### src/usb_loop_config.svh
`ifndef USB_LOOP_CONFIG_SVH
`define USB_LOOP_CONFIG_SVH

// width of one slave-fifo bus word
`define USB_DATA_W 32

// words moved per loopback round
`define USB_BURST_WORDS 4096

// buffer address bits, 2**12 words = one full burst
`define USB_BUF_AW 12

// cycles from first low slrd at the pins to valid data on the pins
// matches the bridge's 2-cycle read pipeline
`define USB_READ_LATENCY 2

`endif

### src/fx3_pkg.sv
`include "usb_loop_config.svh"

package fx3_pkg;

    // one word on the slave-fifo data bus
    typedef logic [`USB_DATA_W-1:0] fx3_word_t;

    // socket address on the a1/a0 pins
    // stream-in is the host-bound socket, stream-out the device-bound one
    typedef enum logic [1:0] {
        FX3_ADDR_STREAM_IN  = 2'b00,
        // parked address while chip select is high
        FX3_ADDR_IDLE       = 2'b10,
        FX3_ADDR_STREAM_OUT = 2'b11
    } fx3_addr_e;

endpackage

### src/fx3_input_stage.sv
`include "usb_loop_config.svh"

module fx3_input_stage
    import fx3_pkg::*;
(
    input  logic      usb_clk,
    input  logic      reset_,
    input  logic      flaga_i,
    input  logic      flagb_i,
    input  logic      flagc_i,
    input  logic      flagd_i,
    input  fx3_word_t fdata_i,
    input  logic      capture_i,
    output logic      flaga_o,
    output logic      flagb_o,
    output logic      flagc_o,
    output logic      flagd_o,
    output logic      push_o,
    output fx3_word_t push_data_o
);

    localparam int LAT = `USB_READ_LATENCY;

    // read strobe as seen at the pins, one cycle behind the sequencer
    logic           capture_q;
    // read strobe walking through the bridge latency
    logic [LAT-1:0] cap_dly;

    always_ff @(posedge usb_clk or negedge reset_) begin
        if (!reset_) begin
            flaga_o   <= 1'b0;
            flagb_o   <= 1'b0;
            flagc_o   <= 1'b0;
            flagd_o   <= 1'b0;
            capture_q <= 1'b0;
            cap_dly   <= '0;
            push_o    <= 1'b0;
        end else begin
            // flags registered once
            flaga_o   <= flaga_i;
            flagb_o   <= flagb_i;
            flagc_o   <= flagc_i;
            flagd_o   <= flagd_i;
            capture_q <= capture_i;
            cap_dly[0] <= capture_q;
            for (int i = 1; i < LAT; i++) begin
                cap_dly[i] <= cap_dly[i-1];
            end
            // last stage marks valid data on fdata_i, push with the flopped word
            push_o <= cap_dly[LAT-1];
        end
    end

    // data flop, free running
    always_ff @(posedge usb_clk) begin
        push_data_o <= fdata_i;
    end

endmodule

### config.mk
export PLATFORM = sky130hd
export DESIGN_NAME = fx3_input_stage
export DESIGN_NICKNAME = d
export VERILOG_FILES = /design/src/fx3_pkg.sv /design/src/fx3_input_stage.sv
export VERILOG_INCLUDE_DIRS = /design/src
export SDC_FILE = /design/constraint.sdc
export NUM_CORES = 1
export LEC_CHECK = 0
export BUFFER_PORTS_ARGS = -buffer_cell sky130_fd_sc_hd__buf_2
export CAP_MARGIN = 20
export CORE_MARGIN = 2
export CORE_UTILIZATION = 34
export DETAILED_ROUTE_END_ITERATION = 16
export PLACE_DENSITY = 0.74
export SYNTH_ARGS = -nofsm -noshare
export SYNTH_HDL_FRONTEND = slang
export SYNTH_SLANG_ARGS = --single-unit
### constraint.sdc
create_clock -name usb_clk -period 0.8 [get_ports usb_clk]
set_input_delay 0.04 -clock usb_clk [delete_from_list [all_inputs] [get_ports usb_clk]]
set_output_delay 0.04 -clock usb_clk [all_outputs]
set_load 0.02 [all_outputs]
## Yosys cells after proc, flatten, opt, wreduce, memory -nomap -nowiden

Index checks and enable logic that the tools add are counted.

- Register bits after elaboration: 40
- Input bits: 39
- Output and inout port bits: 37
- Logic and storage cells: 8

## Logic depth before layout (Yosys ltp)

- Word-level depth: 0
- Gate-level depth with buffers: 0
- Gate-level depth less buffers: 0

## Worst setup path after synthesis

Ideal clock, no wire load.

- Path kind: register to output
- From: reg flaga_o
- To: out flaga_o
- Arrival time: 416 ps
- Data required time: 760 ps
- Slack: 344 ps
- Cell stages (with the launch flop): 1
- Buffers on the path: 0
- Path through: dfrtp_1

RTL lines:

| item | RTL line | text |
|---|---|---|
| from (decl) | fx3_input_stage.sv:14 | `output logic flaga_o,` |
| from (signal assigned) | fx3_input_stage.sv:40 | `flaga_o <= flaga_i;` |

No word-level cell between the ends.

## Worst setup path after layout

- From: reg flagd_o
- To: out flagd_o

RTL lines:

| item | RTL line | text |
|---|---|---|
| from (decl) | fx3_input_stage.sv:17 | `output logic flagd_o,` |
| from (signal assigned) | fx3_input_stage.sv:43 | `flagd_o <= flagd_i;` |

No word-level cell between the ends.

==> run_results.csv <==
group,metric,value,unit
timing,setup_viol,37,
hold_path,min_path_type,"primary input to async pin",
synthesis,yosysWarnings,0,
layout,drive_gt1_frac,0.714,
layout,multi_input_area,0,µm²
synthesis,synth_cell_type_count,2,
run_status,violations,"negative setup slack",
clock_network,cts_max_path_buffers,2,
setup_path,start_kind,"register",
timing,hold_slack,67.0,ps
drt,first_pass_iters,2,
synthesis,synth_area,841,µm²
drt,final_antenna_net_count,0,
drt,drtIter0Drc,5,
timing,rsz0062_at_grt,"yes",
layout,nMultiInputCombCells,0,
clock_network,clock-sinks,40,
global_routing,grt_max_degree,13,
synthesis,postSynthCellCount,40,
timing,hold_viol,0,
drt,routed_wirelength,2750,µm
floorplanning,dieArea,0.00289,mm²
pwr,p_leak,0.000934,µW
setup_path,cp.required,760,ps
synthesis,yosysTopAreaCell,"dfxtp_1",
job,max_cap_violations,0,
global_routing,grt_pass1_wl,3940,µm
timing,skew,0.395,ps
timing,fin_ws,-101,ps
pwr,power,3800,µW
synthesis,ys_top_cells_by_area,"dfxtp_1 (76%), dfrtp_1 (24%)",
setup_path,cp_max_fo,1,
layout,n_fill_cell,139,
global_routing,grt_pass1_vias,856,
setup_path,critPathKind,"register to primary output",
placed_design,place_ws,252,ps
drt,drc_errors,0,
setup_path,path_buf_inv,1,
pwr,vdd_drop_max,0.00158,V
synthesis,synth_area_per_cell,21.0,µm²
clock_network,cts_tree,"yes",
clock_network,insertion_delay,340,ps
setup_path,end_kind,"primary output",
clock_network,clockRootBuffer,"clkbuf_4",
floorplanning,ios,76,
global_routing,antenna_found_initial,0,
synthesis,synth_top_area_share,0.762,
timing,final.period_utilization,1.13,
timing,maxSlewViolCount,0,
global_routing,grt-ovfl-total,0,
layout,area_growth,134,%
setup_path,max_stage_delay,390,ps
timing,fin_crit,901,ps
floorplanning,start_util,0.349,
placed_design,place_hpwl,1250,µm
pwr,p_per_area,1930,mW/mm²
drt,vias_per_cell,4.13,
placed_design,routabilityCongestion,0.633,
layout,final_cell_mix,"dlygate4sd3_1 (38), buf_2 (38), buf_6 (37), dfxtp_2 (32), dfrtp_1 (8)",
floorplanning,die_w,53.7,µm
drt,dr_total_vias,789,
setup_path,cp.arrival,860,ps
setup_path,cp_top_family,"flip-flops",
timing,worst_pin_slew,174,ps
setup_path,worst_path_max_delay_cell,"dfrtp_1",
setup_path,rrSetupSlack,320,ps
timing,timing.fmax,1110,MHz
floorplanning,rows,18,
floorplanning,dieHeight,53.7,µm
setup_path,cp_cell_sequence,"buf_6",
clock_network,clkTransAtPathRegs,100,ps
synthesis,ys_seq_area_frac,1.00,
clock_network,post_cts_buffers,0,
layout,diodes,0,
synthesis,ys_seq_elements,40,
clock_network,cts_buffers,5,
clock_network,htreeDepth,2,
setup_path,reg2reg_depth,0,
synthesis,syn_nets,79,
drt,wl_per_cell,14.4,µm
global_routing,grt_usage,0.212,
layout,nets,199,
floorplanning,core-area,0.00241,mm²
setup_path,rr_startpoint,"cap_dly[1]",
timing,relSlewSlack,0.884,
placed_design,io_buffers,75,
run_status,status,"finished with violations",
setup_path,reg2reg_to,"push_o",
## cells by family (layout without fill, tap and decap cells)
| group | count (synthesis) | in the layout | synth area share |
|---|---|---|---|
| buffers and inverters | 0 | 121 | 0 |
| flip-flops | 40 | 40 | 1.00 |
## Yosys cell counts
cell type,count
dfxtp_1,32
dfrtp_1,8
## state kept, by name, summed over array words and instances (netlist names)
register     count
cap_dly          2
capture_q        1
flaga_o          1
flagb_o          1
flagc_o          1
flagd_o          1
push_data_o     32
push_o           1
## power breakdown
group	internal, µW	switching [µW]
combinational	363	228
sequential	2120	49.1
clock	418	618
total	2900	895
## worst max-delay path by stage
stage | slack [ps] | endpoint | start | depth (start not counted)
floorplan | 340 | flaga_o | flaga_o | 0
global placement | 280 | flagb_o | flagb_o | 1
detailed placement | 250 | flagb_o | flagb_o | 1
CTS | -130 | flagb_o | flagb_o | 1
global route | -140 | flaga_o | flaga_o | 1
finish | -100 | flagd_o | flagd_o | 1
## stage by stage
stage,cells,setup TNS (ps),area [µm²],utilization
after global routing,191,-3060,1970,0.816
after global placement,145,0,1250,0.520
after CTS,191,-2090,1970,0.816
after detailed placement,145,0,1250,0.520
final,191,-1710,1970,0.816
after floorplan,40,0,841,-
## layer usage
layer	global-route usage	wire [µm]	vias up
met2	0.384	1550	57
met4	0.150	93	0
li1	-	-	362
met3	0.0889	274	9
met5	0	0	-
met1	0.183	833	361
## cell type report
type,instances,area (µm²),area share
repair buffers,113,987,0.502
clock inverters,2,10.0,0.00509
well taps,30,37.5,0.0191
flip-flops and latches,40,881,0.448
clock buffers,6,51.3,0.0261
## timing repair
| action | in CTS | in global routing |
|---|---|---|
| endpoints found under the hold margin | 45 | 0 |
| gates cloned | 0 | 0 |
| endpoints found under the setup margin | 37 | 37 |
| resized for setup | 106 | 0 |
| hold buffers | 38 | 0 |
(Power assumes the default switching activity.)
