<file path="src/usb_loop_config.svh">
`ifndef USB_LOOP_CONFIG_SVH
`define USB_LOOP_CONFIG_SVH

// width of one slave-fifo bus word
`define USB_DATA_W 32

// words moved per loopback round
`define USB_BURST_WORDS 4096

// buffer address bits, 2**12 words = one full burst
`define USB_BUF_AW 12

// cycles from first low slrd at the pins to valid data on the pins
// matches the bridge's 2-cycle read pipeline
`define USB_READ_LATENCY 2

`endif

</file>
<file path="src/fx3_pkg.sv">
`include "usb_loop_config.svh"

package fx3_pkg;

    // one word on the slave-fifo data bus
    typedef logic [`USB_DATA_W-1:0] fx3_word_t;

    // socket address on the a1/a0 pins
    // stream-in is the host-bound socket, stream-out the device-bound one
    typedef enum logic [1:0] {
        FX3_ADDR_STREAM_IN  = 2'b00,
        // parked address while chip select is high
        FX3_ADDR_IDLE       = 2'b10,
        FX3_ADDR_STREAM_OUT = 2'b11
    } fx3_addr_e;

endpackage

</file>
<file path="src/loop_pkg.sv">
package loop_pkg;

    // loopback sequencer modes
    typedef enum logic [1:0] {
        // waiting for host data
        LOOP_IDLE,
        // reading one burst from the bridge
        LOOP_STREAM_OUT,
        // writing the burst back
        LOOP_STREAM_IN
    } loop_state_e;

    // one bit per board led
    typedef logic [7:0] led_pattern_t;

    // led patterns per mode
    localparam led_pattern_t LED_IDLE       = 8'b0000_0000;
    localparam led_pattern_t LED_STREAM_OUT = 8'b0000_0011;
    localparam led_pattern_t LED_STREAM_IN  = 8'b0000_0111;

endpackage

</file>
<file path="src/fx3_bus_if.sv">
// control levels and write data for the slave-fifo pins
// sampled every cycle, no handshake
interface fx3_bus_if
    import fx3_pkg::*;
();

    // chip select, active low
    logic      slcs_n;
    // read strobe, active low
    logic      slrd_n;
    // bridge output enable, active low
    logic      sloe_n;
    // write strobe, active low
    logic      slwr_n;
    // socket select
    fx3_addr_e faddr;
    // word to write, qualified by slwr_n
    fx3_word_t wdata;

    // sequencer side
    modport master (
        output slcs_n,
        output slrd_n,
        output sloe_n,
        output slwr_n,
        output faddr,
        output wdata
    );

    // output register side
    modport pins (
        input slcs_n,
        input slrd_n,
        input sloe_n,
        input slwr_n,
        input faddr,
        input wdata
    );

endinterface

</file>
<file path="src/transfer_sequencer.sv">
`include "usb_loop_config.svh"

module transfer_sequencer
    import fx3_pkg::*;
    import loop_pkg::*;
(
    input  logic             usb_clk,
    input  logic             reset_,
    input  logic             flaga_i,
    input  logic             flagb_i,
    input  logic             flagc_i,
    input  logic             flagd_i,
    input  logic             push_i,
    input  fx3_word_t        pop_data_i,
    input  logic             empty_i,
    output logic             pop_o,
    fx3_bus_if.master        bus,
    output led_pattern_t     status_led_o
);

    // counters must reach the full burst value
    localparam int CNT_W = `USB_BUF_AW + 1;
    localparam logic [CNT_W-1:0] BURST = CNT_W'(`USB_BURST_WORDS);

    loop_state_e      state;
    loop_state_e      state_next;
    // reads issued, words pushed, words popped
    logic [CNT_W-1:0] rd_cnt;
    logic [CNT_W-1:0] rx_cnt;
    logic [CNT_W-1:0] tx_cnt;
    logic             rd_req;
    led_pattern_t     led_next;

    // read while words remain and flag d allows it
    assign rd_req = (state == LOOP_STREAM_OUT) && (rd_cnt < BURST) && flagd_i;

    // pop only with room at the bridge and words left
    assign pop_o = (state == LOOP_STREAM_IN) && (tx_cnt < BURST) && flagb_i && !empty_i;

    always_comb begin
        state_next = state;
        led_next   = LED_IDLE;
        case (state)
            LOOP_IDLE: begin
                // host has data ready
                if (flagc_i && flagd_i) begin
                    state_next = LOOP_STREAM_OUT;
                end
            end
            LOOP_STREAM_OUT: begin
                led_next = LED_STREAM_OUT;
                // whole burst captured and stream-in socket ready
                if ((rx_cnt == BURST) && flaga_i && flagb_i) begin
                    state_next = LOOP_STREAM_IN;
                end
            end
            LOOP_STREAM_IN: begin
                led_next = LED_STREAM_IN;
                if (tx_cnt == BURST) begin
                    state_next = LOOP_IDLE;
                end
            end
            default: begin
                state_next = LOOP_IDLE;
            end
        endcase
    end

    always_ff @(posedge usb_clk or negedge reset_) begin
        if (!reset_) begin
            state        <= LOOP_IDLE;
            rd_cnt       <= '0;
            rx_cnt       <= '0;
            tx_cnt       <= '0;
            status_led_o <= LED_IDLE;
        end else begin
            state <= state_next;
            // leds flopped so they line up with the pin registers
            status_led_o <= led_next;
            if (state == LOOP_IDLE) begin
                // fresh counts for the next round
                rd_cnt <= '0;
                rx_cnt <= '0;
                tx_cnt <= '0;
            end else begin
                if (rd_req) begin
                    rd_cnt <= rd_cnt + 1'b1;
                end
                if (push_i) begin
                    rx_cnt <= rx_cnt + 1'b1;
                end
                if (pop_o) begin
                    tx_cnt <= tx_cnt + 1'b1;
                end
            end
        end
    end

    // bus levels, registered again in the output stage
    always_comb begin
        bus.slcs_n = (state == LOOP_IDLE);
        bus.sloe_n = (state != LOOP_STREAM_OUT);
        bus.slrd_n = !rd_req;
        bus.slwr_n = !pop_o;
        bus.wdata  = pop_data_i;
        case (state)
            LOOP_STREAM_OUT: bus.faddr = FX3_ADDR_STREAM_OUT;
            LOOP_STREAM_IN:  bus.faddr = FX3_ADDR_STREAM_IN;
            default:         bus.faddr = FX3_ADDR_IDLE;
        endcase
    end

endmodule

</file>
<file path="src/flat_wrapper.sv">
// flat-port wrapper written by rule: the top's interface ports become plain ports
module transfer_sequencer_flat import fx3_pkg::*; import loop_pkg::*;
  (usb_clk, reset_, flaga_i, flagb_i, flagc_i, flagd_i, push_i, pop_data_i, empty_i, pop_o, status_led_o, bus_slcs_n, bus_slrd_n, bus_sloe_n, bus_slwr_n, bus_faddr, bus_wdata);
  fx3_bus_if bus_i ();
  input  logic usb_clk;
  input  logic reset_;
  input  logic flaga_i;
  input  logic flagb_i;
  input  logic flagc_i;
  input  logic flagd_i;
  input  logic push_i;
  input  fx3_word_t pop_data_i;
  input  logic empty_i;
  output logic pop_o;
  output led_pattern_t status_led_o;
  output wire logic [$bits(bus_i.slcs_n)-1:0] bus_slcs_n;
  output wire logic [$bits(bus_i.slrd_n)-1:0] bus_slrd_n;
  output wire logic [$bits(bus_i.sloe_n)-1:0] bus_sloe_n;
  output wire logic [$bits(bus_i.slwr_n)-1:0] bus_slwr_n;
  output wire logic [$bits(bus_i.faddr)-1:0] bus_faddr;
  output wire logic [$bits(bus_i.wdata)-1:0] bus_wdata;
  assign bus_slcs_n = bus_i.slcs_n;
  assign bus_slrd_n = bus_i.slrd_n;
  assign bus_sloe_n = bus_i.sloe_n;
  assign bus_slwr_n = bus_i.slwr_n;
  assign bus_faddr = bus_i.faddr;
  assign bus_wdata = bus_i.wdata;
  transfer_sequencer u_core (.usb_clk(usb_clk), .reset_(reset_), .flaga_i(flaga_i), .flagb_i(flagb_i), .flagc_i(flagc_i), .flagd_i(flagd_i), .push_i(push_i), .pop_data_i(pop_data_i), .empty_i(empty_i), .pop_o(pop_o), .bus(bus_i), .status_led_o(status_led_o));
endmodule
</file>
<file path="config.mk">
export PLATFORM = sky130hd
export DESIGN_NAME = transfer_sequencer_flat
export DESIGN_NICKNAME = d
export VERILOG_FILES = /design/src/fx3_pkg.sv /design/src/loop_pkg.sv /design/src/fx3_bus_if.sv /design/src/transfer_sequencer.sv /design/src/flat_wrapper.sv
export VERILOG_INCLUDE_DIRS = /design/src
export SDC_FILE = /design/constraint.sdc
export NUM_CORES = 1
export LEC_CHECK = 0
export ABC_AREA = 0
export BUFFER_PORTS_ARGS = -buffer_cell sky130_fd_sc_hd__buf_2
export CAP_MARGIN = 20
export CORE_MARGIN = 5
export CORE_UTILIZATION = 50
export CTS_BUF_LIST = sky130_fd_sc_hd__clkbuf_16
export DETAILED_ROUTE_END_ITERATION = 6
export PLACE_DENSITY = 0.79
export SETUP_SLACK_MARGIN = 0.5
export SLEW_MARGIN = 30
export SYNTH_ARGS = -nofsm -noshare
export SYNTH_HDL_FRONTEND = slang
export SYNTH_SLANG_ARGS = --single-unit
</file>
<file path="constraint.sdc">
create_clock -name usb_clk -period 1.98 [get_ports usb_clk]
set_input_delay 0.495 -clock usb_clk [delete_from_list [all_inputs] [get_ports usb_clk]]
set_output_delay 0.495 -clock usb_clk [all_outputs]
set_load 0.01 [all_outputs]
</file>
# After elaboration in Yosys (flattened, before gate mapping)
# Index checks and enable logic that the tools add are counted.
# totals
ramBits,0
in_bits,40
regBits,44
rom_bits,0
n_memories,0
latch_bits,0
word_cells,46
# classes
n_div,0
shifts,0
n_bitwise,0
n_reduce_logical,16
n_eq_ne,8
n_lt_le_gt_ge,2
add_sub_neg,3
multipliers,0
mux,12
# ops
operator,n
$mux W13,6
$add A13 B1 Y13 const B,3
$eq A13 B13 Y1 const B,2
$lt A13 B13 Y1 const B,2
$logic_and A1 B1 Y1,8
$mux W2,3
$pmux W2 S3,1
$pmux W3 S2,1
$reduce_bool A2 Y1,3
$ne A2 B1 Y1 const B,2
$ne A2 B2 Y1 const B,2
$pmux W2 S2,1
$logic_not A1 Y1,3
$reduce_and A3 Y1,1
$eq A2 B1 Y1 const B,1
$eq A2 B2 Y1 const B,1
$logic_not A2 Y1,1

# Longest topological paths before layout
# depth
depth_word,6
ltp_mapped,7

# Worst setup path after synthesis
# Ideal clock, no wire load.
# synth_timing
kind,reg2reg
from,register u_core.state[0]
to,register u_core.rd_cnt[0]
setup_ps,132
slack_ps,253
required_ps,1848
n_path_buf,3
stages_incl_launch_ff,7
arrival_ps,1595
cell_sequence,dfrtp_1 -> inv_1 -> ha_1 -> clkbuf_1 -> clkbuf_1 -> buf_1 -> nor2_1
# synth_via
elab_cells_between_ends,6
# synth_lines
item,line_no,text
from (decl),transfer_sequencer.sv:25,loop_state_e state;
from (signal assigned),transfer_sequencer.sv:77,state <= state_next;
$logic_not A2 Y1 (*),n/a,
via bus_slcs_n,flat_wrapper.sv:16,output wire logic [$bits(bus_i.slcs_n)-1:0] bus_slcs_n;
$mux W13 or $reduce_bool A2 Y1 (tied branches),n/a,
to (signal assigned),transfer_sequencer.sv:87,rd_cnt <= rd_cnt + 1'b1;
to (decl),transfer_sequencer.sv:28,logic [CNT_W-1:0] rd_cnt;
# The timed path passes the listed nets; every way through them passes the cells marked *.
# A chain may end at the register's enable or synchronous reset.

# Worst setup path after layout
# layout_timing
from,register u_core.state[0]
to,output bus_slwr_n
# layout_via
elab_chain_len,5
# layout_rtl
item,line_no,text
$eq A2 B2 Y1,transfer_sequencer.sv:38,assign pop_o = (state == LOOP_STREAM_IN) && (tx_cnt < BURST) && flagb_i && !empty_i;
$logic_and A1 B1 Y1 (3 in a row),transfer_sequencer.sv:38,
$logic_not A1 Y1,transfer_sequencer.sv:104,bus.slwr_n = !pop_o;
to (decl),flat_wrapper.sv:19,output wire logic [$bits(bus_i.slwr_n)-1:0] bus_slwr_n;
# Every way passes these cells.

==> reports/metrics.cfg <==
[grt]
antenna_violations_before_repair = 0
groute.layer.met2.usage_pct = 32.15
busiest_layer_in_global_routing = met2
grt_overflow = 0
use_met3_pct = 4.057
gr-usage-all-layers_pct = 19.24
largest_net_degree_at_the_start_of_global_routing = 16
grt.met1_usage_pct = 23.70
grt_first_pass_wirelength_um = 9770
first_global_vias = 2007

[detailed_routing]
drt_pre_antenna_iters = 4
initialDrtViolationCount = 146
wl_per_cell_um = 18.20
vias_per_cell = 5.626
detail-route-antenna-nets = 0
drc = 0
detail_route.wirelength_um = 6714
route.vias.total = 2076

[clock_network]
tritoncts_clock_tree = yes
clk_root_buffer_cell = clkbuf_16
clkTransAtPathRegs_ns = 0.06
cts_max_level = 2
cts_sinks = 43
cts-buffers-inserted = 5
ctsLongestPathBuffers = 2
clock_insertion_delay_worst_skew_ns = 0.29

[timing]
finalMaxSlewViolations = 0
final_min_period_over_clock_period_pct = 96.01
fmax_ghz = 0.5261
rsz0062_at_grt = true
fin_skew_ns = 0.006013
hold_viol_final = 0
layout_min_cycle_time_ns = 1.901
tns_ns = 0
setup_viol_count_final = 0

[hold_path]
min_delay_path_class = in2async

[place]
portBuffers = 17
gp_routability_congestion = 0.8139
post_dp_cell_area_sq_um = 2519
dp_hpwl_um = 3465

[critical_path]
cp_max_fo = 4
worst_path_max_delay_cell = dfrtp_2
type_of_element_capturing_the_critical_path = output pin
cp.required_ns = 1.48
crit_path_frequent_cell = inv_2
critical_path_max_stage_delay_ns = 0.45
setup.worst_path.class = reg2out
worst-r2r-setup-slack_ns = 0.16
crit_path_cell_trace = inv_2 > ha_4 > and4bb_4 > inv_2 > buf_6
largest_delay_share_family_worst_path = flip-flops
startpoint_type = flip-flop
arrival_ns = 1.41
crit_buf_inv = 3

[synth]
ys_async_sr_fraction_pct = 100.0
synth_top_area_cell = dfrtp_1
synth_top_cells_by_area = dfrtp_1, buf_4, ha_1
seq_area_frac_synth_pct = 41.65
synth-edff-count = 0
syn-mean-instance-area_sq_um = 9.534
yosys_warning_total = 0
synthesis.instances = 271
post_synthesis_register_bit_count = 43
synth.top_cell.area_share_pct = 41.65
synth_ff_type = dfrtp_1
syn_area_sq_um = 2584
number_of_distinct_library_cell_variants_in_the_gate_level_netlist_after_synthesis = 39

[floorplanning]
die_h_um = 81.89
std_cell_rows = 26
boundaryPins = 87
die_x_um = 81.89
fp.dieArea_sq_um = 6705
core_region_area_sq_um = 5075
start_util_pct = 50.91

[layout]
antenna_cells_inserted = 0
drive_above_1_share_pct = 43.48
postLayoutCellArea_sq_um = 3383
area_growth_syn_to_layout_pct = 30.94
net_count_reported_at_finish = 348
post-route-util_pct = 66.67

[power]
total_leakage_power_nw = 1.514
ir_drop_mv = 0.5982
power.density_nw_per_um2 = 1056
p_total_mw = 3.571

[status]
status = completed

[flow_run]
max_cap_violations = 0

-- through the flow --
step                cells  hold WS, ns  setup slack (ns)
floorplan             275       0.1994            0.3685
global placement      324       0.4135            0.1530
detailed placement    324       0.4189            0.1139
CTS                   355       0.1149            0.1212
global route          369       0.1362           0.04175
finish                369       0.1035           0.07905
-- area by class of cell --
class                           instances  area (sq um)
Timing Repair Buffer                   62         568.0
Tap cell                               70         87.58
Sequential cell                        43          1089
Clock buffer                            5         125.1
Clock inverter                          3         11.26
Inverter                               13         51.30
Fill cell                             353          1692
Multi-Input combinational cell        173          1451
-- what timing repair did --
item | in CTS | in global routing
gates resized for setup | 52 | 40
hold buffers | 0 | 0
buffers inserted | 22 | 12
gates cloned | 1 | 2
pin swaps | 19 | 9
setup endpoints to repair | 34 | 42
-- power by group --
group / switching (mW) / internal (mW)
Clock: 0.332 / 0.454
Combinational: 0.810 / 0.924
Sequential: 0.0845 / 0.967
-- state kept, by name, summed over array words and instances (netlist names) --
register / flops
u_core.tx_cnt: 13
u_core.rd_cnt: 13
u_core.state: 2
u_core.status_led_o: 2
u_core.rx_cnt: 13
-- Yosys cell counts, types with 2 or more instances --
master    number
or3_1          8
mux2_2         2
nand4_4        2
nor3_1         4
dfrtp_1       43
buf_4         41
and4_1         2
clkbuf_1       3
nor4_1         4
mux2i_1        2
xnor2_1        7
nor2b_1        3
and4_4         2
and2_1         2
o21ba_2        2
o21ai_0       11
nor2_1        28
nand2_1       21
nand4_1        9
or4_1          3
xor2_1        13
nor4b_1        3
inv_1         13
ha_1          10
nand3_1        8
a21oi_1       10
mux2_1         2
and3_1         2
-- final timing paths --
path	startpoint	endpoint	depth (start not counted)
min in group usb_clk	u_core.rd_cnt[12]$_DFFE_PN0P_	u_core.rd_cnt[12]$_DFFE_PN0P_	1
min	reset_	u_core.tx_cnt[8]$_DFFE_PN0P_	1
max in group asynchronous	reset_	u_core.state[1]$_DFFE_PN0P_	2
max reg2reg	u_core.state[0]$_DFFE_PN0P_	u_core.tx_cnt[11]$_DFFE_PN0P_	7
min reg2reg	u_core.rd_cnt[12]$_DFFE_PN0P_	u_core.rd_cnt[12]$_DFFE_PN0P_	1
max	u_core.state[0]$_DFFE_PN0P_	bus_slwr_n	5
-- worst register-to-register path, stage by stage (launching register included) --
cell	delay [ns]
dfrtp_2	0.45
inv_2	0.09
ha_4	0.13
and4bb_4	0.28
buf_6	0.14
nand4_4	0.13
or4_1	0.44
nand2_1	0.10
-- cell families (layout without fill, tap and decap cells) --
family | count (synthesis) | in the layout | share of synthesized area, %
other | 1 | 5 | 0.1451
adders and majority gates | 10 | 10 | 4.843
DFF | 43 | 43 | 41.65
buffers and inverters | 59 | 83 | 14.58
and+or+nand+nor | 107 | 107 | 23.83
muxes | 6 | 6 | 2.518
AOI/OAI and AO/OA | 25 | 25 | 5.666
xor gates and xnor gates | 20 | 20 | 6.780
-- layout by cell type (no fill, tap or decap), types with 6 or more instances in the layout --
master and instances:
dfrtp_1 33, xor2_1 13, dfrtp_2 10, buf_6 14
nand4_1 9, or3_1 7, o21ai_0 11, buf_2 13
clkbuf_16 7, a21oi_1 6, nor2_4 6, inv_1 9
buf_4 29, nand3_1 6, nand2_1 20, nor2_1 20
-- metal layers --
layer | part of all wire [%] | up-vias
li1 | - | 930
met2 | 53 | 82
met1 | 38 | 1048
met3 | 6.2 | 16
met5 | 0 | -
met4 | 2.8 | 0
Note: power is estimated with default switching activity, not from simulation.
