[config.mk]
export PLATFORM = sky130hd
export DESIGN_NAME = fx3_output_stage_flat
export DESIGN_NICKNAME = d
export VERILOG_FILES = /design/src/fx3_pkg.sv /design/src/fx3_bus_if.sv /design/src/fx3_output_stage.sv /design/src/flat_wrapper.sv
export VERILOG_INCLUDE_DIRS = /design/src
export SDC_FILE = /design/constraint.sdc
export NUM_CORES = 1
export LEC_CHECK = 0
export BUFFER_PORTS_ARGS = -buffer_cell sky130_fd_sc_hd__buf_2
export CAP_MARGIN = 0
export CORE_ASPECT_RATIO = 2
export CORE_MARGIN = 10
export CORE_UTILIZATION = 28
export DETAILED_ROUTE_END_ITERATION = 10
export PLACE_DENSITY = 0.62
export REMOVE_ABC_BUFFERS = 1
export SETUP_SLACK_MARGIN = 0.2
export SYNTH_ARGS = -nofsm -noshare
export SYNTH_HDL_FRONTEND = slang
export SYNTH_SLANG_ARGS = --single-unit
export TNS_END_PERCENT = 20
[constraint.sdc]
create_clock -name usb_clk -period 0.9 [get_ports usb_clk]
set_input_delay 0.09 -clock usb_clk [delete_from_list [all_inputs] [get_ports usb_clk]]
set_output_delay 0.09 -clock usb_clk [all_outputs]
set_load 0.02 [all_outputs]
[src/usb_loop_config.svh]
`ifndef USB_LOOP_CONFIG_SVH
`define USB_LOOP_CONFIG_SVH

// width of one slave-fifo bus word
`define USB_DATA_W 32

// words moved per loopback round
`define USB_BURST_WORDS 4096

// buffer address bits, 2**12 words = one full burst
`define USB_BUF_AW 12

// cycles from first low slrd at the pins to valid data on the pins
// matches the bridge's 2-cycle read pipeline
`define USB_READ_LATENCY 2

`endif

[src/fx3_pkg.sv]
`include "usb_loop_config.svh"

package fx3_pkg;

    // one word on the slave-fifo data bus
    typedef logic [`USB_DATA_W-1:0] fx3_word_t;

    // socket address on the a1/a0 pins
    // stream-in is the host-bound socket, stream-out the device-bound one
    typedef enum logic [1:0] {
        FX3_ADDR_STREAM_IN  = 2'b00,
        // parked address while chip select is high
        FX3_ADDR_IDLE       = 2'b10,
        FX3_ADDR_STREAM_OUT = 2'b11
    } fx3_addr_e;

endpackage

[src/fx3_bus_if.sv]
// control levels and write data for the slave-fifo pins
// sampled every cycle, no handshake
interface fx3_bus_if
    import fx3_pkg::*;
();

    // chip select, active low
    logic      slcs_n;
    // read strobe, active low
    logic      slrd_n;
    // bridge output enable, active low
    logic      sloe_n;
    // write strobe, active low
    logic      slwr_n;
    // socket select
    fx3_addr_e faddr;
    // word to write, qualified by slwr_n
    fx3_word_t wdata;

    // sequencer side
    modport master (
        output slcs_n,
        output slrd_n,
        output sloe_n,
        output slwr_n,
        output faddr,
        output wdata
    );

    // output register side
    modport pins (
        input slcs_n,
        input slrd_n,
        input sloe_n,
        input slwr_n,
        input faddr,
        input wdata
    );

endinterface

[src/fx3_output_stage.sv]
// pin registers for every slave-fifo control and the write data
module fx3_output_stage
    import fx3_pkg::*;
(
    input  logic       usb_clk,
    input  logic       reset_,
    fx3_bus_if.pins    bus,
    output logic       slcs_n_o,
    output logic       slrd_n_o,
    output logic       sloe_n_o,
    output logic       slwr_n_o,
    output logic [1:0] faddr_o,
    output fx3_word_t  fdata_o,
    output logic       fdata_oe_o
);

    // controls come out of reset inactive
    always_ff @(posedge usb_clk or negedge reset_) begin
        if (!reset_) begin
            slcs_n_o <= 1'b1;
            slrd_n_o <= 1'b1;
            sloe_n_o <= 1'b1;
            slwr_n_o <= 1'b1;
            faddr_o  <= FX3_ADDR_IDLE;
        end else begin
            slcs_n_o <= bus.slcs_n;
            slrd_n_o <= bus.slrd_n;
            sloe_n_o <= bus.sloe_n;
            slwr_n_o <= bus.slwr_n;
            faddr_o  <= bus.faddr;
        end
    end

    // write data, only meaningful while driving
    always_ff @(posedge usb_clk) begin
        fdata_o <= bus.wdata;
    end

    // drive the bus only in write cycles
    assign fdata_oe_o = ~slwr_n_o;

endmodule

[src/flat_wrapper.sv]
// flat-port wrapper written by rule: the top's interface ports become plain ports
module fx3_output_stage_flat import fx3_pkg::*;
  (usb_clk, reset_, slcs_n_o, slrd_n_o, sloe_n_o, slwr_n_o, faddr_o, fdata_o, fdata_oe_o, bus_slcs_n, bus_slrd_n, bus_sloe_n, bus_slwr_n, bus_faddr, bus_wdata);
  fx3_bus_if bus_i ();
  input  logic usb_clk;
  input  logic reset_;
  output logic slcs_n_o;
  output logic slrd_n_o;
  output logic sloe_n_o;
  output logic slwr_n_o;
  output logic [1:0] faddr_o;
  output fx3_word_t fdata_o;
  output logic fdata_oe_o;
  input wire logic [$bits(bus_i.slcs_n)-1:0] bus_slcs_n;
  input wire logic [$bits(bus_i.slrd_n)-1:0] bus_slrd_n;
  input wire logic [$bits(bus_i.sloe_n)-1:0] bus_sloe_n;
  input wire logic [$bits(bus_i.slwr_n)-1:0] bus_slwr_n;
  input wire logic [$bits(bus_i.faddr)-1:0] bus_faddr;
  input wire logic [$bits(bus_i.wdata)-1:0] bus_wdata;
  assign bus_i.slcs_n = bus_slcs_n;
  assign bus_i.slrd_n = bus_slrd_n;
  assign bus_i.sloe_n = bus_sloe_n;
  assign bus_i.slwr_n = bus_slwr_n;
  assign bus_i.faddr = bus_faddr;
  assign bus_i.wdata = bus_wdata;
  fx3_output_stage u_core (.usb_clk(usb_clk), .reset_(reset_), .bus(bus_i), .slcs_n_o(slcs_n_o), .slrd_n_o(slrd_n_o), .sloe_n_o(sloe_n_o), .slwr_n_o(slwr_n_o), .faddr_o(faddr_o), .fdata_o(fdata_o), .fdata_oe_o(fdata_oe_o));
endmodule
# ---- Word-level counts from Yosys, hierarchy flattened
# Index checks and enable logic that the tools add are counted.
dict set report classes {
  bitwise_logic 1
}
# operator count
set ops {}
lappend ops {{1-bit NOT} 1}
dict set report word_totals {
  elab_cells 7
  input_bits 40
  ff_bits 38
  output_inout_bits 39
}

# ---- Longest topological paths before layout
# Gate-level depths: netlist of run 1.
dict set report logic_depth {
  ltp_word 1
  mapped_depth 1
  ltp_nobuf 1
}

# ---- Least setup slack after synthesis of run 1
# OpenSTA, ideal clock, no wires.
dict set report synth_path {
  path_kind {reg2out}
  from {reg u_core.slwr_n_o}
  to {out fdata_oe_o}
  n_path_buf 0
  path_stages_with_launch 2
  t_required_ps 810
  arrival_time_ps 685
  slack_ps 125
  path_cell_list {dfstp_2 inv_1}
}
dict set report synth_between {
  elab_chain_cells 1
}
# item line_no
set synth_lines {}
lappend synth_lines {{start: declaration} fx3_output_stage.sv:11} ;# output logic slwr_n_o,
lappend synth_lines {{start signal: assignment} fx3_output_stage.sv:29} ;# slwr_n_o <= bus.slwr_n;
lappend synth_lines {{1-bit NOT} fx3_output_stage.sv:40} ;# assign fdata_oe_o = ~slwr_n_o;
lappend synth_lines {{end: declaration} flat_wrapper.sv:13} ;# output logic fdata_oe_o;
# Every way passes these cells.

# ---- Final worst setup path of run 1
# Ends and elaborated chain as after synthesis.

==> implementation parameters, run 1 <==
Parameter                              Value

Worst setup path
  Critical path type    flop to output pin
  Required time of the critical path    roughly 0.81 ns
  Crit path arrival time    0.99 ns
  Critical path, cell by cell    inv_2, buf_6
  CP max stage delay    0.55 ns
  Element type at the critical path end    output pin
  Slowest cell on the critical path    sky130_fd_sc_hd__dfstp_2
  Nature of the critical path startpoint    flop
  Sum of buffers and inverters on the critical path    2
  Crit path max fanout    2
  CP delay by family, top    flip-flops

Placement
  Number of buffers inserted by port buffering    78
  Routability cong.    0.654
  DP Worst Slack    0.123 ns
  Inst Count DP    146

Drt
  Post-Route WL    3.32 mm
  Highest signal layer in the routed design    met4
  First-pass detailed-route iteration total    3
  Average routed wire per standard cell    17.1 um
  Via-to-Cell Ratio    3.93
  DR WL met3    295 um
  Metal1 wirelength    844 um
  Met2 wirelength from detailed routing    a little over 2 mm
  Iter 0 DRT Violations    8
  DR DRC count    0
  Post-detailed-route count of antenna-violating nets    0
  Number of vias after detailed routing    around 760

Final layout
  Filler Cells Inserted    184
  Util after Layout    0.724
  Sequential cell area in the final layout    about 840 um2
  Area taken by multi-input logic gates    0 um2
  Comb_multi_in    0
  P&R area growth vs syn    147%
  Layout cell share with drive strength beyond 1    0.738
  Final #Nets    203
  Final Instance Count excl. Fillers    194

Status
  Result of the run    finished with violations
  Violated checks    setup timing

Die
  Area of the core region    0.00274 mm2
  Standard-cell row count    27
  Starting density of the core    0.293
  Width of the die    57.8 um
  # IOs    79
  Y dimension of the die    about 96 um
  DIE AREA    0.00553 mm2

Global route
  Overflow left after global routing    0
  Via count of the first global-routing pass    964
  First-pass GRT wire length    4.75 mm
  GRT Total Usage    0.119
  Maximum number of pins on one net before global-route repair    12
  Initial antenna violation count    1

Clock network
  Clock root buffer    sky130_fd_sc_hd__clkbuf_8
  TritonCTS clock tree    done
  Maximum clock insertion buffer count    2
  TritonCTS sink count    38
  Clock-pin slew of the registers on the worst-case setup and hold paths    0.07 ns
  H-tree lvl count    2
  Inserted Clock Buffers    5

STA
  Transition time at the pin with the least slew margin    0.129 ns
  Worst-case headroom to the max-slew limit    0.914
  Setup repair after global routing missed its margin    true
  Final worst path period share    1.20
  Number of pins with negative max-slew slack in the final report    0
  Number of failing hold endpoints at the final stage    0
  Maximum clock frequency    slightly above 0.9 GHz
  Post-layout minimum cycle time    1.08 ns
  Final setup violation count    6
  Smallest setup slack after layout    -0.176 ns

Flow run
  Max-cap viol count    0

Pwr
  Highest ir drop seen on vdd    about 1.4 mV
  Power per unit of standard cell area    roughly 1800 mW/mm2
  Leak Pwr    between 0.9 and 1 nW

Yosys
  Post-synthesis instance total    39
  Post-Syn Area    801 um2
  Number of synthesized register bits    38
  Netlist cell types    4
  Average instance area after synthesis    20.5 um2
  Number of warnings reported in the yosys synthesis log    0
  Proportion of synthesized chip area in sequential cells    0.995

Worst hold path
  Class of the tightest hold or removal check    input pin to async pin
## worst max path at each step
| stage | from | to | slack, ns | cells after the start |
|---|---|---|---|---|
| 2_1_floorplan | u_core.slwr_n_o$_DFF_PN1_ | fdata_oe_o | 0.12 | 1 |
| 6_report | u_core.slwr_n_o$_DFF_PN1_ | fdata_oe_o | -0.18 | 2 |
| 3_5_place_dp | u_core.slwr_n_o$_DFF_PN1_ | fdata_oe_o | 0.12 | 2 |
| 3_3_place_gp | u_core.slwr_n_o$_DFF_PN1_ | fdata_oe_o | 0.13 | 2 |
| 4_1_cts | u_core.slwr_n_o$_DFF_PN1_ | fdata_oe_o | -0.18 | 2 |
| 5_1_grt | u_core.slwr_n_o$_DFF_PN1_ | fdata_oe_o | -0.20 | 2 |
## state kept, by name, summed over array words and instances, names as in the netlist
register / count
u_core.faddr_o: 2
u_core.slrd_n_o: 1
u_core.slcs_n_o: 1
u_core.sloe_n_o: 1
u_core.fdata_o: 32
u_core.slwr_n_o: 1
## kinds of logic (layout without fill, tap and decap cells)
| family | count (synthesis) | in the layout | synth area share |
|---|---|---|---|
| DFF | 38 | 38 | 0.995 |
| buffers and inverters | 1 | 126 | 0.00468 |
| other | 0 | 1 | 0 |
## power by group
part           switching, mW  total, mW  internal (mW)
Sequential            0.0429       1.84           1.80
Clock                  0.524       1.07          0.549
Combinational          0.215      0.550          0.335
Total                  0.782       3.47           2.69
## layout make-up
cell class            count  share of cell area
timing repair buffer    117               0.515
sequential               38               0.423
inverter                  1             0.00190
tap                      29              0.0183
clock buffer              8              0.0404
antenna                   1             0.00126
## routing by layer
| metal | up-vias | GRT usage |
|---|---|---|
| met5 | - | 0 |
| li1 | 364 | - |
| met2 | 47 | 0.235 |
| met1 | 341 | 0.0736 |
| met3 | 10 | 0.0546 |
| met4 | 0 | 0.0965 |
## cell usage after synthesis
cell,instances,share of area
sky130_fd_sc_hd__dfstp_2,5,0.16
sky130_fd_sc_hd__dfxtp_1,32,0.80
sky130_fd_sc_hd__inv_1,1,0.0047
sky130_fd_sc_hd__dfrtp_1,1,0.031
## layout by cell type (no fill, tap or decap)
master | Yosys | layout
sky130_fd_sc_hd__buf_2 | 0 | 39
sky130_fd_sc_hd__buf_4 | 0 | 1
sky130_fd_sc_hd__buf_6 | 0 | 38
sky130_fd_sc_hd__clkbuf_1 | 0 | 3
sky130_fd_sc_hd__clkbuf_8 | 0 | 5
sky130_fd_sc_hd__dfrtp_1 | 1 | 1
sky130_fd_sc_hd__dfstp_2 | 5 | 5
sky130_fd_sc_hd__dfxtp_2 | 0 | 32
sky130_fd_sc_hd__diode_2 | 0 | 1
sky130_fd_sc_hd__dlygate4sd3_1 | 0 | 39
sky130_fd_sc_hd__inv_2 | 0 | 1
## through the flow
stage                     hold slack, ns  power, mW  area, um2  TNS (ns)
final                              0.164       3.47       1980    -0.754
after global routing               0.166       3.61       1980    -0.919
after CTS                          0.145       3.49       1980    -0.808
after detailed placement         -0.0835       2.15       1230         0
after global placement           -0.0911       2.14       1230         0
after floorplan                   -0.206       1.97        801         0
## what timing repair did
item                       CTS  global route
pin swaps                    0             0
setup buffers                0             0
setup endpoints to repair   39            39
hold buffers                39             0
gates resized for setup    110             0
hold endpoints to repair    44             0
Power figures use the tool's default switching activity.
==> inputs of run 2 (changes only) <==
PLACE_DENSITY = 0.65   (was 0.62)
==> implementation parameters, run 2 (synthesis results as in run 1) <==
Parameter                              Value

Clock network
  TritonCTS clock tree    done (unchanged)
  Post-CTS Setup Bufs    0 (unchanged)
  Clock-pin slew of the registers on the worst-case setup and hold paths    0.07 ns (about the same)
  Inserted Clock Buffers    5 (unchanged)
  Maximum clock insertion buffer count    2 (unchanged)
  Clock root buffer    sky130_fd_sc_hd__clkbuf_8 (unchanged)
  H-tree lvl count    2 (unchanged)
  TritonCTS sink count    38 (unchanged)

Global route
  Maximum number of pins on one net before global-route repair    13 (was 12)
  First-pass GRT wire length    4.71 mm (was 4.75 mm)
  Overflow left after global routing    0 (unchanged)
  GRT Total Usage    0.116 (was 0.119)
  Fraction of met2 tracks used by global routing    0.233 (was 0.235)
  Initial antenna violation count    0 (was 1)
  Peak-usage layer in the global routing report    met2 (unchanged)
  Global routing usage on met3    0.0559 (was 0.0546)
  Via count of the first global-routing pass    930 (was 964)
  Global Route met1 Usage    0.0761 (was 0.0736)

STA
  Final setup violation count    6 (unchanged)
  Maximum clock frequency    0.936 GHz (was 0.929 GHz)
  Setup repair after global routing missed its margin    true (unchanged)
  Smallest setup slack after layout    -0.169 ns (was -0.176 ns)
  Post-Route Setup TNS    -0.750 ns (was -0.754 ns)
  Final worst path period share    1.19 (was 1.20)
  Transition time at the pin with the least slew margin    0.125 ns (was 0.129 ns)
  Number of pins with negative max-slew slack in the final report    0 (unchanged)
  Number of failing hold endpoints at the final stage    0 (unchanged)
  Worst-case headroom to the max-slew limit    0.917 (was 0.914)
  Post-layout minimum cycle time    1.07 ns (was 1.08 ns)

Worst setup path
  CP max stage delay    0.54 ns (was 0.55 ns)
  Element type at the critical path end    output pin (unchanged)
  Sum of buffers and inverters on the critical path    2 (unchanged)
  Critical path, cell by cell    inv_2, buf_6 (unchanged)
  Nature of the critical path startpoint    flop (unchanged)
  CP delay by family, top    flip-flops (unchanged)
  Required time of the critical path    0.81 ns (about the same)
  Critical path type    flop to output pin (unchanged)
  CP startpoint    u_core.slwr_n_o$_DFF_PN1_ (unchanged)
  Crit path max fanout    2 (unchanged)
  Crit path arrival time    0.98 ns (was 0.99 ns)
  Slowest cell on the critical path    sky130_fd_sc_hd__dfstp_2 (unchanged)

Pwr
  Highest ir drop seen on vdd    1.45 mV (was 1.38 mV)
  Leak Pwr    0.937 nW (was 0.929 nW)
  Pwr Total    3.55 mW (was 3.47 mW)
  Power per unit of standard cell area    1780 mW/mm2 (was 1750 mW/mm2)

Drt
  Via-to-Cell Ratio    3.83 (was 3.93)
  Post-Route WL    3.22 mm (was 3.32 mm)
  Number of vias after detailed routing    740 (was 762)
  Post-detailed-route count of antenna-violating nets    0 (unchanged)
  DR DRC count    0 (unchanged)
  Average routed wire per standard cell    16.7 um (was 17.1 um)
  First-pass detailed-route iteration total    4 (was 3)
  Iter 0 DRT Violations    8 (unchanged)

Placement
  Placed Instance Area    0.00123 mm2 (unchanged)
  HPWL after DPL    ~2.0 mm
  Routability cong.    0.686 (was 0.654)
  Inst Count DP    146 (unchanged)
  Number of buffers inserted by port buffering    78 (unchanged)

Final layout
  Util after Layout    0.728 (was 0.724)
  Flip-flop count of the largest register after layout    32 (unchanged)
  Area taken by multi-input logic gates    0 um2 (unchanged)
  P&R area growth vs syn    149% (was 147%)
  Final Instance Count excl. Fillers    193 (was 194)
  Filler Cells Inserted    173 (was 184)
  Comb_multi_in    0 (unchanged)
  Layout cell share with drive strength beyond 1    0.756 (was 0.738)
  Commonest non-fill, non-tap cells in the layout    39 x sky130_fd_sc_hd__dlygate4sd3_1, 39 x sky130_fd_sc_hd__buf_2, 38 x sky130_fd_sc_hd__buf_6 (unchanged)
  Cell area after layout    0.00199 mm2 (was 0.00198 mm2)
  Largest reg by FF count    u_core.fdata_o (unchanged)
  Biggest regs    u_core.fdata_o: 32 flops, u_core.faddr_o: 2 flops (unchanged)
  # diodes    0 (was 1)
  Final #Nets    203 (unchanged)

Flow run
  Max-cap viol count    0 (unchanged)

Die
  # IOs    79 (unchanged)
  Starting density of the core    0.293 (unchanged)
  Area of the core region    0.00274 mm2 (unchanged)
  Standard-cell row count    27 (unchanged)
  DIE AREA    0.00553 mm2 (unchanged)
  Width of the die    57.8 um (unchanged)
  Y dimension of the die    95.6 um (unchanged)

Status
  Result of the run    finished with violations (unchanged)
  Violated checks    setup timing (unchanged)

Worst hold path
  Class of the tightest hold or removal check    input pin to async pin (unchanged)
[run 2: cell count changes in the layout (fill, tap and decap cells not counted)]
cell	previous run	this run
sky130_fd_sc_hd__clkbuf_1	3	0
sky130_fd_sc_hd__clkbuf_8	5	6
sky130_fd_sc_hd__clkinv_2	0	1
sky130_fd_sc_hd__clkinvlp_4	0	1
sky130_fd_sc_hd__diode_2	1	0
[run 2: repair_timing]
| action | CTS | global route |
|---|---|---|
| endpoints found under the setup margin | 39 | 39 |
| hold buffers | 39 | 0 |
| gates resized for setup | 110 | 0 |
| hold endpoints to repair | 44 | 0 |
| gates cloned | 0 | 0 |
[run 2: layer usage]
layer	vias up	wire length (um)
met5	-	0
met4	0	48
met3	2	294
met2	42	2050
met1	333	835
li1	363	-
[run 2: cell type report]
class | count | area (um2) | area share
sequential | 38 | 837 | 0.420
tap | 29 | 36.3 | 0.0182
clock buffer | 6 | 82.6 | 0.0414
clock inverter | 2 | 12.5 | 0.00628
timing repair buffer | 117 | 1020 | 0.512
inverter | 1 | 3.75 | 0.00188
[run 2: metrics by stage]
step / setup slack [ns] / hold WS [ns]
after floorplan: 0.125 / -0.206
after global placement: 0.131 / -0.0928
after detailed placement: 0.118 / -0.0866
after CTS: -0.182 / 0.146
after global routing: -0.201 / 0.183
final: -0.169 / 0.170
[run 2: final timing paths]
kind	cells after the start	to	slack, ns
hold / removal	2	u_core.faddr_o[0]$_DFF_PN0_	0.17
max in group asynchronous	2	u_core.slcs_n_o$_DFF_PN1_	0.51
min in group usb_clk	2	u_core.fdata_o[0]$_DFF_P_	0.44
setup / recovery	2	fdata_oe_o	-0.17
[run 2: power by group]
group          internal, mW  total [mW]  leakage (nW)  switching [mW]
clock network         0.615        1.16        0.0472           0.546
logic                 0.335       0.548         0.555           0.213
registers              1.80        1.84         0.334          0.0433
==> inputs of run 3 (changes only) <==
==> constraint.sdc (replaced) <==
create_clock -name usb_clk -period 0.9 [get_ports usb_clk]
set_input_delay 0.18 -clock usb_clk [delete_from_list [all_inputs] [get_ports usb_clk]]
set_output_delay 0.18 -clock usb_clk [all_outputs]
set_load 0.02 [all_outputs]
==> implementation parameters, run 3 (synthesis results as in run 1) <==
Parameter                              Value

Die
  Standard-cell row count    27 (unchanged)
  Area of the core region    0.00274 mm2 (unchanged)
  Starting density of the core    0.293 (unchanged)
  Width of the die    57.8 um (unchanged)
  # IOs    79 (unchanged)
  DIE AREA    0.00553 mm2 (unchanged)
  Y dimension of the die    95.6 um (unchanged)

Worst hold path
  Class of the tightest hold or removal check    input pin to flop (was input pin to async pin)

Pwr
  Highest ir drop seen on vdd    1.45 mV (about the same)
  Design internal power    2.75 mW (about the same)
  Power per unit of standard cell area    1790 mW/mm2 (was 1780 mW/mm2)
  Net switching power of the design    0.803 mW (about the same)
  Part of the power in combinational logic    0.153 (was 0.154)
  Switching share of total power    0.226 (about the same)
  Leak Pwr    0.933 nW (was 0.937 nW)
  Proportion of power drawn by flip-flops and latches    0.520 (was 0.519)
  Part of the total power dissipated in the clock network    0.327 (about the same)
  Pwr Total    3.55 mW (about the same)

Flow run
  Max-cap viol count    0 (unchanged)

Global route
  Via count of the first global-routing pass    927 (was 930)
  Maximum number of pins on one net before global-route repair    13 (unchanged)
  First-pass GRT wire length    4.68 mm (was 4.71 mm)
  GRT Total Usage    0.116 (about the same)
  Initial antenna violation count    0 (unchanged)
  Overflow left after global routing    0 (unchanged)

Clock network
  H-tree lvl count    2 (unchanged)
  Maximum clock insertion buffer count    2 (unchanged)
  Clock-pin slew of the registers on the worst-case setup and hold paths    0.07 ns (about the same)
  TritonCTS sink count    38 (unchanged)
  TritonCTS clock tree    done (unchanged)
  Inserted Clock Buffers    5 (unchanged)
  Clock root buffer    sky130_fd_sc_hd__clkbuf_8 (unchanged)

Final layout
  P&R area growth vs syn    148% (was 149%)
  Filler Cells Inserted    173 (unchanged)
  Comb_multi_in    0 (unchanged)
  Layout cell share with drive strength beyond 1    0.761 (was 0.756)
  Commonest non-fill, non-tap cells in the layout    39 x sky130_fd_sc_hd__buf_2, 38 x sky130_fd_sc_hd__dlygate4sd3_1, 38 x sky130_fd_sc_hd__buf_6 (was 39 x sky130_fd_sc_hd__dlygate4sd3_1, 39 x sky130_fd_sc_hd__buf_2, 38 x sky130_fd_sc_hd__buf_6)
  Largest reg by FF count    u_core.fdata_o (unchanged)
  Util after Layout    0.725 (was 0.728)
  Most common cell after layout, fill and taps aside    sky130_fd_sc_hd__buf_2
  Biggest regs    u_core.fdata_o: 32 flops, u_core.faddr_o: 2 flops (unchanged)
  # diodes    0 (unchanged)
  Area taken by multi-input logic gates    0 um2 (unchanged)
  Sequential cell area in the final layout    837 um2 (unchanged)
  Flip-flop count of the largest register after layout    32 (unchanged)
  Final #Nets    202 (was 203)

Drt
  Post-Route WL    3.21 mm (was 3.22 mm)
  DR DRC count    0 (unchanged)
  Via-to-Cell Ratio    3.84 (was 3.83)
  Number of vias after detailed routing    737 (was 740)
  Post-detailed-route count of antenna-violating nets    0 (unchanged)
  Iter 0 DRT Violations    8 (unchanged)
  First-pass detailed-route iteration total    4 (unchanged)
  Average routed wire per standard cell    16.7 um (about the same)

STA
  Number of failing hold endpoints at the final stage    0 (unchanged)
  Number of pins with negative max-slew slack in the final report    0 (unchanged)
  Worst-case headroom to the max-slew limit    0.917 (about the same)
  Post-layout minimum cycle time    1.16 ns (was 1.07 ns)
  Final setup violation count    22 (was 6)
  Final worst path period share    1.29 (was 1.19)
  Setup repair after global routing missed its margin    true (unchanged)
  Maximum clock frequency    0.861 GHz (was 0.936 GHz)
  Transition time at the pin with the least slew margin    0.125 ns (about the same)
  Smallest setup slack after layout    -0.262 ns (was -0.169 ns)

Placement
  Number of buffers inserted by port buffering    78 (unchanged)
  HPWL after DPL    2.04 mm (unchanged)
  Routability cong.    0.686 (unchanged)

Worst setup path
  Required time of the critical path    0.72 ns (was 0.81 ns)
  Crit path arrival time    0.98 ns (about the same)
  Nature of the critical path startpoint    flop (unchanged)
  Critical path, cell by cell    inv_2, buf_6 (unchanged)
  CP max stage delay    0.55 ns (was 0.54 ns)
  CP delay by family, top    flip-flops (unchanged)
  Element type at the critical path end    output pin (unchanged)
  Crit path max fanout    2 (unchanged)
  Critical path type    flop to output pin (unchanged)
  Slowest cell on the critical path    sky130_fd_sc_hd__dfstp_2 (unchanged)
  Sum of buffers and inverters on the critical path    2 (unchanged)

Status
  Result of the run    finished with violations (unchanged)
  Violated checks    setup timing (unchanged)
[run 3: stage by stage]
step	hold slack (ns)	worst slack, ns	TNS [ns]	cell area [um2]	std cells
after floorplan	-0.116	0.0348	0	801	39
after global placement	-0.00276	0.0408	0	1230	146
after detailed placement	0.00336	0.0276	0	1230	146
after CTS	0.00535	-0.272	-1.83	1980	192
after global routing	0.00402	-0.296	-2.45	1980	192
final	0.0174	-0.262	-1.42	1980	192
[run 3: cell type report]
| type | count | area share |
|---|---|---|
| clock buffers | 6 | 0.0416 |
| clock inverters | 2 | 0.00631 |
| inverters | 1 | 0.00189 |
| flip-flops and latches | 38 | 0.422 |
| well taps | 29 | 0.0183 |
| repair buffers | 116 | 0.510 |
[run 3: path summary, 6_finish.rpt]
check                                          start                          end  depth (start not counted)
min in group asynchronous                     reset_  u_core.faddr_o[0]$_DFF_PN0_                          2
min                                     bus_faddr[0]  u_core.faddr_o[0]$_DFF_PN0_                          1
max in group asynchronous                     reset_    u_core.slcs_n_o$_DFF_PN1_                          2
max                        u_core.slwr_n_o$_DFF_PN1_                   fdata_oe_o                          2
[run 3: repair_timing]
item / in CTS / in global routing
hold buffers: 38 / 0
resized for setup: 110 / 0
setup endpoints to repair: 39 / 39
buffers inserted: 0 / 0
hold endpoints to repair: 43 / 0
[run 3: power by group through the flow]
stage / clock network [mW] / logic (mW) / registers (mW)
floorplan: 0 / 0.00391 / 1.96
global placement: 0 / 0.303 / 1.84
detailed placement: 0 / 0.308 / 1.84
CTS: 1.21 / 0.544 / 1.84
global route: 1.29 / 0.574 / 1.85
finish: 1.16 / 0.545 / 1.84
[run 3: metal layers]
metal / track usage / vias to the layer above / part of all wire
li1: - / 362 / -
met1: 0.0746 / 331 / 0.26
met2: 0.232 / 42 / 0.63
met3: 0.0559 / 2 / 0.091
met4: 0.0768 / 0 / 0.015
met5: 0 / - / 0
